==> src/include/zx_mem_cfg.svh <==
// Memory paging configuration
`ifndef ZX_MEM_CFG_SVH
`define ZX_MEM_CFG_SVH

// ==============================
// Physical memory geometry
// ==============================

// Physical 16K bank number
`define ZX_BANK_W 7

// Byte offset inside one bank
`define ZX_OFFSET_W 14

// Bank number followed by offset
`define ZX_RAM_ADDR_W 21

// ==============================
// CPU address space
// ==============================

// One slot per 16K quarter
`define ZX_SLOT_COUNT 4

// Upper bank bits of the ROM area
`define ZX_ROM_PREFIX 3'b101

`endif

==> src/hw/zx_mem_pkg.sv <==
// Memory paging types
`include "zx_mem_cfg.svh"

package zx_mem_pkg;

	// ==============================
	// Machine models
	// ==============================

	// Values follow the model selector encoding
	// Unlisted codes fall back to standard 128K
	typedef enum logic [2:0] {
		std128  = 3'd0,
		pent512 = 3'd1,
		zx48    = 3'd3,
		plus3   = 3'd4
	} model_t;

	// ==============================
	// Slot table
	// ==============================

	// One entry per CPU quarter
	typedef struct packed {
		logic [`ZX_BANK_W-1:0] bank;
		logic                  writable;
	} slot_entry_t;

endpackage

==> src/hw/paging_if.sv <==
// Paging state bus
interface paging_if;

	// Last value written to port 7FFD
	logic [7:0] page_reg;

	// Last value written to port 1FFD
	logic [7:0] page_plus3;

	// Pentagon extra RAM bank bits
	logic [1:0] page_ext;

	// Model latched during reset
	zx_mem_pkg::model_t model;

	// Register block owns the state
	modport regs (
		output page_reg,
		output page_plus3,
		output page_ext,
		output model
	);

	// Slot mappers only look at it
	modport slot (
		input page_reg,
		input page_plus3,
		input page_ext,
		input model
	);

endinterface

==> src/hw/paging_regs.sv <==
// Paging port registers
module paging_regs (
	input  logic          clk_sys,
	input  logic          reset,
	input  logic [2:0]    model_sel,
	input  logic [15:0]   addr,
	input  logic [7:0]    data,
	input  logic          io_wr,
	paging_if.regs        pg,
	output logic          screen_page,
	output logic          paging_locked
);

	logic io_wr_d;
	logic io_wr_rise;
	logic is_plus3;
	logic is_pent;
	logic is_zx48;
	logic wr_7ffd;
	logic wr_1ffd;

	// ==============================
	// Model decode
	// ==============================

	assign is_plus3 = (pg.model == zx_mem_pkg::plus3);
	assign is_pent  = (pg.model == zx_mem_pkg::pent512);
	assign is_zx48  = (pg.model == zx_mem_pkg::zx48);

	// 48K never pages, others lock via 7FFD bit 5
	assign paging_locked = is_zx48 | pg.page_reg[5];
	assign screen_page   = pg.page_reg[3];

	// ==============================
	// Port decode
	// ==============================

	// Write strobe is the first cycle of io_wr
	assign io_wr_rise = io_wr & ~io_wr_d;

	// Partial decode, +3 also needs A14 high
	assign wr_7ffd = io_wr_rise & ~addr[15] & ~addr[1]
		& (addr[14] | ~is_plus3) & ~paging_locked;

	// 1FFD exists only on +2A/+3
	assign wr_1ffd = io_wr_rise & is_plus3 & (addr[15:12] == 4'b0001)
		& ~addr[1] & ~paging_locked;

	// ==============================
	// Registers
	// ==============================

	always_ff @(posedge clk_sys) begin
		if (reset) begin
			// Model follows the selector only while in reset
			pg.model      <= zx_mem_pkg::model_t'(model_sel);
			pg.page_reg   <= '0;
			pg.page_plus3 <= '0;
			pg.page_ext   <= '0;
			io_wr_d       <= 1'b0;
		end else begin
			io_wr_d <= io_wr;
			if (wr_7ffd) begin
				pg.page_reg <= data;
				// Pentagon takes two more bank bits from D7:D6
				if (is_pent) begin
					pg.page_ext <= data[7:6];
				end
			end else if (wr_1ffd) begin
				pg.page_plus3 <= data;
			end
		end
	end

	// Special modes and ROM bits of 1FFD are +3 only
	a_plus3_port_only: assert property (
		@(posedge clk_sys) disable iff (reset)
		!is_plus3 |-> (pg.page_plus3 == 8'h00)
	) else $error("1FFD state set on a model without that port");

endmodule

==> src/hw/slot_mapper.sv <==
// Slot bank mapper
`include "zx_mem_cfg.svh"

module slot_mapper #(
	parameter int SLOT = 0
) (
	input  logic                   clk_sys,
	input  logic                   reset,
	paging_if.slot                 pg,
	output zx_mem_pkg::slot_entry_t entry
);

	logic                  is_plus3;
	logic                  is_zx48;
	logic                  special;
	logic [3:0]            rom_num;
	logic [2:0]            spec_page;
	logic [`ZX_BANK_W-1:0] norm_bank;
	logic [`ZX_BANK_W-1:0] spec_bank;
	zx_mem_pkg::slot_entry_t next_entry;

	assign is_plus3 = (pg.model == zx_mem_pkg::plus3);
	assign is_zx48  = (pg.model == zx_mem_pkg::zx48);

	// All-RAM mode, only reachable through 1FFD
	assign special = pg.page_plus3[0];

	// ==============================
	// Normal paging
	// ==============================

	// +3 has four ROMs, older models two
	always_comb begin
		if (is_plus3) begin
			rom_num = {2'b10, pg.page_plus3[2], pg.page_reg[4]};
		end else begin
			rom_num = {3'b011, is_zx48 | pg.page_reg[4]};
		end
	end

	always_comb begin
		case (SLOT)
			0:       norm_bank = {`ZX_ROM_PREFIX, rom_num};
			1:       norm_bank = 7'd5;
			2:       norm_bank = 7'd2;
			default: norm_bank = {2'b00, pg.page_ext, pg.page_reg[2:0]};
		endcase
	end

	// ==============================
	// Special paging
	// ==============================

	// Tables 0123, 4567, 4563, 4763
	always_comb begin
		case (pg.page_plus3[2:1])
			2'b00:   spec_page = 3'(SLOT);
			2'b01:   spec_page = 3'(SLOT + 4);
			2'b10:   spec_page = (SLOT == 3) ? 3'd3 : 3'(SLOT + 4);
			default: spec_page = (SLOT == 1) ? 3'd7 : (SLOT == 3) ? 3'd3 : 3'(SLOT + 4);
		endcase
	end

	assign spec_bank = {4'b0000, spec_page};

	always_comb begin
		next_entry.bank     = special ? spec_bank : norm_bank;
		next_entry.writable = special | (SLOT != 0);
	end

	always_ff @(posedge clk_sys) begin
		if (reset) begin
			entry <= '0;
		end else begin
			entry <= next_entry;
		end
	end

	// ROM area must stay read-only whatever the ports hold
	a_rom_read_only: assert property (
		@(posedge clk_sys) disable iff (reset)
		(entry.bank[`ZX_BANK_W-1 -: 3] == `ZX_ROM_PREFIX) |-> !entry.writable
	) else $error("Slot %0d maps a writable ROM bank", SLOT);

endmodule

==> src/hw/bank_select.sv <==
// Physical address selector
`include "zx_mem_cfg.svh"

module bank_select (
	input  logic                        clk_sys,
	input  logic                        reset,
	input  logic [15:0]                 addr,
	input  logic                        mem_wr,
	input  zx_mem_pkg::slot_entry_t     slots [`ZX_SLOT_COUNT],
	output logic [`ZX_RAM_ADDR_W-1:0]   ram_addr,
	output logic                        ram_we
);

	zx_mem_pkg::slot_entry_t cur;

	// Top two address bits pick the quarter
	assign cur = slots[addr[15:14]];

	// CPU write gated by the slot permission
	always_ff @(posedge clk_sys) begin
		if (reset) begin
			ram_we <= 1'b0;
		end else begin
			ram_we <= mem_wr & cur.writable;
		end
	end

	// Bank on top, CPU offset below
	always_ff @(posedge clk_sys) begin
		ram_addr <= {cur.bank, addr[`ZX_OFFSET_W-1:0]};
	end

	// No memory write without a CPU write one cycle earlier
	a_we_follows_wr: assert property (
		@(posedge clk_sys) disable iff (reset)
		ram_we |-> $past(mem_wr)
	) else $error("ram_we raised without mem_wr");

endmodule

==> src/hw/zx_memory_map.sv <==
// ZX Spectrum memory paging unit
`include "zx_mem_cfg.svh"

module zx_memory_map (
	input  logic                        clk_sys,
	input  logic                        reset,
	input  logic [2:0]                  model_sel,
	input  logic [15:0]                 addr,
	input  logic [7:0]                  data,
	input  logic                        io_wr,
	input  logic                        mem_wr,
	output logic [`ZX_RAM_ADDR_W-1:0]   ram_addr,
	output logic                        ram_we,
	output logic                        screen_page,
	output logic                        paging_locked
);

	paging_if pg_bus ();

	zx_mem_pkg::slot_entry_t slot_table [`ZX_SLOT_COUNT];

	// ==============================
	// Port registers
	// ==============================

	paging_regs u_regs (
		.clk_sys       (clk_sys),
		.reset         (reset),
		.model_sel     (model_sel),
		.addr          (addr),
		.data          (data),
		.io_wr         (io_wr),
		.pg            (pg_bus.regs),
		.screen_page   (screen_page),
		.paging_locked (paging_locked)
	);

	// One mapper per 16K quarter
	for (genvar i = 0; i < `ZX_SLOT_COUNT; i++) begin : g_slot
		slot_mapper #(
			.SLOT (i)
		) u_slot (
			.clk_sys (clk_sys),
			.reset   (reset),
			.pg      (pg_bus.slot),
			.entry   (slot_table[i])
		);
	end

	// ==============================
	// Address output
	// ==============================

	bank_select u_select (
		.clk_sys  (clk_sys),
		.reset    (reset),
		.addr     (addr),
		.mem_wr   (mem_wr),
		.slots    (slot_table),
		.ram_addr (ram_addr),
		.ram_we   (ram_we)
	);

endmodule

==> config.mk <==
export PLATFORM = sky130hd
export DESIGN_NAME = zx_memory_map
export DESIGN_NICKNAME = d
export VERILOG_FILES = /design/src/hw/zx_mem_pkg.sv /design/src/hw/paging_if.sv /design/src/hw/paging_regs.sv /design/src/hw/slot_mapper.sv /design/src/hw/bank_select.sv /design/src/hw/zx_memory_map.sv
export VERILOG_INCLUDE_DIRS = /design/src /design/src/include
export SDC_FILE = /design/constraint.sdc
export NUM_CORES = 1
export LEC_CHECK = 0
export BUFFER_PORTS_ARGS = -buffer_cell sky130_fd_sc_hd__buf_4
export CORE_ASPECT_RATIO = 1.4
export CORE_UTILIZATION = 48
export CTS_BUF_LIST = sky130_fd_sc_hd__clkbuf_4 sky130_fd_sc_hd__clkbuf_8 sky130_fd_sc_hd__clkbuf_16
export CTS_CLUSTER_SIZE = 28
export DETAILED_ROUTE_END_ITERATION = 12
export GPL_ROUTABILITY_DRIVEN = 1
export PLACE_DENSITY = 0.89
export SLEW_MARGIN = 40
export SYNTH_ARGS = -nofsm -noshare
export SYNTH_HDL_FRONTEND = slang
export SYNTH_SLANG_ARGS = --single-unit
==> constraint.sdc <==
create_clock -name clk_sys -period 3.16 [get_ports clk_sys]
set_input_delay 0.79 -clock clk_sys [delete_from_list [all_inputs] [get_ports clk_sys]]
set_output_delay 0.79 -clock clk_sys [all_outputs]
set_load 0.02 [all_outputs]
# --- Word-level counts from Yosys, hierarchy flattened ---
# Index checks and enable logic that the tools add are counted.
# Widths: inputs -> output; s select.
word_totals:
  out_inout_bits: 24
  register_bits: 59
classes:
  reduce_logical: 6
  eq_ne: 6
  n_mux: 15
  bitwise: 21
  order_cmp: 1
op_table:
  columns: ["cell", "count"]
  rows:
  - ["$bmux 8 s2", 1]
  - ["$mux 8", 2]
  - ["$mux 3", 5]
  - ["$and 1x1->1", 10]
  - ["$mux 7", 1]
  - ["$not 1->1", 7]
  - ["$pmux 3 s2", 1]
  - ["$reduce_or 2->1", 3]
  - ["$eq 4x1->1 const B", 1]
  - ["$mux 4", 1]
  - ["$reduce_and 2->1", 2]
  - ["$eq 3x1->1 const B", 1]
  - ["$eq 3x2->1 const B", 1]
  - ["$eq 3x3->1 const B", 1]
  - ["$ge 3x3->1 const B", 1]
  - ["$mux 1", 3]
  - ["$not 2->3", 1]
  - ["$or 1x1->1", 3]
  - ["$eq 2x1->1 const B", 1]
  - ["$eq 2x2->1 const B", 1]
  - ["$logic_not 2->1", 1]
  - ["$mux 2", 1]

# --- Logic depth before layout (Yosys ltp) ---
depth:
  word_depth: 8
  ltp_mapped: 4
  depth_no_buf: 4

# --- Modules after synthesis ---
# Synthesis repeated with hierarchy kept, for this count alone.
hier_totals:
  hier_cells: 178
  area_unflattened_um2: 2282.2
modules_own_cells:
  columns: ["mod", "seq_area_each_um2", "cells_each", "n_inst", "area_per_inst_um2"]
  rows:
  - ["paging_regs", 470.5, 83, 1, 962.2]
  - ["bank_select", 440.4, 33, 1, 670.6]
  - ["slot_mapper (g_slot[0].u_slot)", 120.1, 19, 1, 207.7]
  - ["slot_mapper (g_slot[3].u_slot)", 120.1, 19, 1, 191.4]
  - ["slot_mapper (g_slot[1].u_slot)", 80.1, 13, 1, 135.1]
  - ["slot_mapper (g_slot[2].u_slot)", 60.1, 11, 1, 115.1]

# --- Worst setup path before layout ---
# OpenSTA, ideal clock, no wires.
synth_timing:
  path_type: "input to register"
  startpoint: "input port addr[1]"
  endpoint: "register u_regs.pg.page_reg[0]"
  t_required_ns: 3.088
  setup_time_ns: 0.072
  path_slack_ns: 1.174
  n_path_buf: 0
  arrival_time_ns: 1.914
  path_stages: 3
  cell_sequence: "or4b_4 -> nor4_4 -> mux2i_1"
synth_between:
  elab_chain_len: 4
synth_lines:
  columns: ["item", "line_no", "text"]
  rows:
  - ["from (decl)", "zx_memory_map.sv:8", "input logic [15:0] addr,"]
  - ["$not 1->1", "paging_regs.sv:42", "assign wr_7ffd = io_wr_rise & ~addr[15] & ~addr[1]"]
  - ["$and 1x1->1", "paging_regs.sv:42", null]
  - ["$and 1x1->1 (2 in series)", "paging_regs.sv:43", "& (addr[14] | ~is_plus3) & ~paging_locked;"]
  - ["to (signal assigned)", "paging_regs.sv:64", "pg.page_reg <= data;"]
  - ["to (decl)", "paging_if.sv:18", "output page_reg,"]
# No other way between the ends.
# A chain may end at the register's enable or synchronous reset.

# --- Worst setup path after layout ---
layout_timing:
  startpoint: "register u_regs.pg.model[0]"
  endpoint: "output port paging_locked"
layout_between:
  elab_chain_len: 2
layout_lines:
  columns: ["item", "line_no", "text"]
  rows:
  - ["from (decl)", "paging_if.sv:21", "output model"]
  - ["from (signal assigned)", "paging_regs.sv:56", "pg.model <= zx_mem_pkg::model_t'(model_sel);"]
  - ["$eq 3x2->1", null, null]
  - ["$or 1x1->1", "paging_regs.sv:31", "assign paging_locked = is_zx48 | pg.page_reg[5];"]
  - ["to (decl)", "zx_memory_map.sv:15", "output logic paging_locked"]
# No other way between the ends.

==> impl_metrics.py <==
metrics = {
    "outcome": {
        "status": "complete, no violations",
    },
    "clock_network": {
        "numCtsBuffers": 5,
        "worst_skew_pair.late_latency_ps": 300,
        "clkTransAtPathRegs_ps": 80,
        "cts.repair.resized": 0,
        "cts_setup_buffers": 0,
        "tritoncts": "yes",
        "cts_root_buf": "clkbuf_8",
        "clockBufferDepth": 2,
        "htreeDepth": 2,
        "cts_sinks": 52,
        "hold_buffers": 0,
    },
    "setup_path": {
        "cp-end-kind": "output pin",
        "setup.worst_path.class": "reg -> out",
        "worstPathCellList": "and3b_1 -> or2_2 -> buf_4",
        "crit_path_start_kind": "register",
        "worst_ep_required_time_ps": 2370,
        "crit_path_top_delay_cell": "edfxtp_1",
        "critPathTopFamily": "simple AND/OR/NAND/NOR gates",
        "critPathBufInv": 1,
        "crit_fanout": 5,
        "critPathMaxStageDelay_ps": 440,
        "worstPathArrival_ps": 1460,
    },
    "sta": {
        "max_freq_mhz": 444,
        "fin_skew_ps": 4.44,
        "finalSetupTns_ps": 0,
        "rsz0062_at_grt": "no",
        "slew_viol_final": 0,
        "max-slew-margin-rel": 0.518,
        "finalSetupViolations": 0,
        "tightest_slew_ps": 713,
        "min_period_ps": 2250,
        "period_share": 0.712,
        "hold_viol": 0,
        "fin_ws_ps": 909,
    },
    "global_routing": {
        "grt_use_total": 0.191,
        "grt_start_max_net_pins": 18,
        "first_global_vias": 1071,
        "grt_pass1_wl_um": 4840,
        "antenna_found_initial": 0,
        "overflow": 0,
    },
    "cells_and_area": {
        "largest_register_ffs": 20,
        "num_antenna_cells": 0,
        "nets": 218,
        "area_delta_synth_final_pct": 32.1,
        "drive_gt1_frac": 0.374,
        "post-route-cell-area_um2": 2120,
    },
    "power_and_ir_drop": {
        "p_leak_uw": 0.000943,
        "p_sw_frac": 0.215,
        "seq_power_share": 0.583,
        "intPower_uw": 942,
        "clkPwrFrac": 0.322,
        "pwr-share-comb": 0.096,
        "switchingPower_uw": 258,
        "p_per_area_nw_per_um2": 565,
        "power_uw": 1200,
        "vdd_drop_max_mv": 0.504,
    },
    "synthesis": {
        "ys_async_sr_fraction": 0,
        "yosysWarnings": 0,
        "synthesis.nets": 164,
        "netlist_instances": 133,
        "synth-seq-cells": 52,
        "synth_ff_type": "dfxtp_1",
        "ys_seq_area_frac": 0.666,
        "synth.cell_area_um2": 1610,
        "ys_types": 30,
        "syn_avg_cell_area_um2": 12.1,
        "synth_edf_count": 3,
    },
    "placement": {
        "io_buffers": 53,
        "dp_slack_ps": 891,
        "place_area_um2": 2030,
        "hpwl_um": 2250,
        "routabilityCongestion": 0.889,
    },
    "route": {
        "drt-vias-per-instance": 5.02,
        "wirelength_um": 3030,
        "post-route-drc-count": 0,
        "vias": 1134,
        "firstDrtPassIters": 4,
        "first_iter_violations": 19,
        "post_drt_wl_per_cell_um": 13.4,
        "antenna_left": 0,
    },
    "run": {
        "drv_cap": 0,
    },
    "floorplan": {
        "ioPinCount": 55,
        "die_h_um": 70.5,
        "row_count": 24,
        "start_util": 0.510,
        "die_width_um": 50.9,
        "die-area_um2": 3590,
        "fp.coreArea_um2": 3150,
    },
    "min_path": {
        "hold_class": "reg -> reg",
    },
}
## routing by layer
metal | up-vias | wire length (um) | track usage
met5 | - | 0 | 0
met4 | 0 | 74 | 0.105
met3 | 7 | 225 | 0.0675
met2 | 59 | 1610 | 0.335
met1 | 510 | 1110 | 0.188
li1 | 558 | - | -
## layout make-up
type | count | area [um2]
flip-flops and latches | 52 | 1070
fillers | 243 | 1030
multi-input cells | 73 | 503
repair buffers | 53 | 398
clock buffers | 7 | 96.3
well taps | 39 | 48.8
inverters | 2 | 7.51
## power groups by stage
stage	logic, uW	registers, uW	clock network, uW
after floorplan	38.0	730	0
after global placement	111	712	0
after detailed placement	115	714	0
after CTS	115	699	396
after global routing	122	702	429
final	115	699	386
## worst paths after layout
kind / depth (start not counted) / end / slack [ps] / start
max: 3 / paging_locked / 910 / u_regs.pg.model[0]
min: 2 / u_select.ram_addr[17] / 440 / g_slot[0].u_slot.entry[4]
max reg2reg: 3 / u_regs.pg.page_reg[1] / 1420 / u_regs.pg.page_reg[5]
min reg2reg: 2 / u_select.ram_addr[17] / 440 / g_slot[0].u_slot.entry[4]
## cell usage in the layout, fill, tap and decap left out
cell type / netlist / final
nand2_1: 16 / 16
and3b_1: 1 / 1
o21ai_0: 2 / 2
nor2b_1: 2 / 2
nand3_1: 3 / 3
nor4_4: 1 / 1
nor4b_1: 4 / 4
or2_2: 1 / 1
inv_1: 2 / 2
clkbuf_8: 0 / 7
and3_1: 2 / 2
nor3_1: 1 / 1
dfxtp_1: 49 / 49
o21a_1: 3 / 3
a31o_2: 2 / 2
mux2_2: 2 / 2
edfxtp_1: 3 / 3
or4b_4: 1 / 1
nand2b_1: 1 / 1
a22o_1: 1 / 1
and2_1: 3 / 3
nand3b_1: 1 / 1
mux4_2: 2 / 2
buf_4: 1 / 53
nand4_1: 1 / 1
mux2i_1: 8 / 8
nor2_1: 9 / 9
or4b_2: 1 / 1
conb_1: 1 / 1
a21oi_1: 4 / 4
## tightest hold or removal path, delay by kind of cell (launching register included)
family | cells | cell delay [ps]
AND/OR/NAND/NOR | 2 | 90
flip-flops | 1 | 310
## synthesized netlist by cell type (all sizes together), types with 3 or more instances
library cell / instances / area, um2
edfxtp: 3 / 90.1
dfxtp: 49 / 981
mux2i: 8 / 80.1
nand2: 16 / 60.1
nand3: 3 / 15.0
a21oi: 4 / 20.0
and2: 3 / 18.8
nor4b: 4 / 35.0
clkbuf: 5 / 18.8
o21a: 3 / 22.5
nor2: 9 / 33.8
## cell families (layout without fill, tap and decap cells)
kind of cell / Yosys count / count (layout) / synth area share
DFF: 52 / 52 / 0.666
and+or+nand+nor: 48 / 48 / 0.170
AOI/OAI and AO/OA: 12 / 12 / 0.0490
muxes: 12 / 12 / 0.0918
buffers and inverters: 8 / 62 / 0.0210
other: 1 / 1 / 0.00233
## metrics by stage
step | utilization | cells | hold WS [ps]
3_3_place_gp | 0.643 | 219 | 411
3_5_place_dp | 0.643 | 219 | 420
2_1_floorplan | - | 133 | 399
6_report | 0.674 | 226 | 439
4_1_cts | 0.674 | 226 | 442
5_1_grt | 0.674 | 226 | 460
No activity file was read; power rests on OpenSTA's default activity.
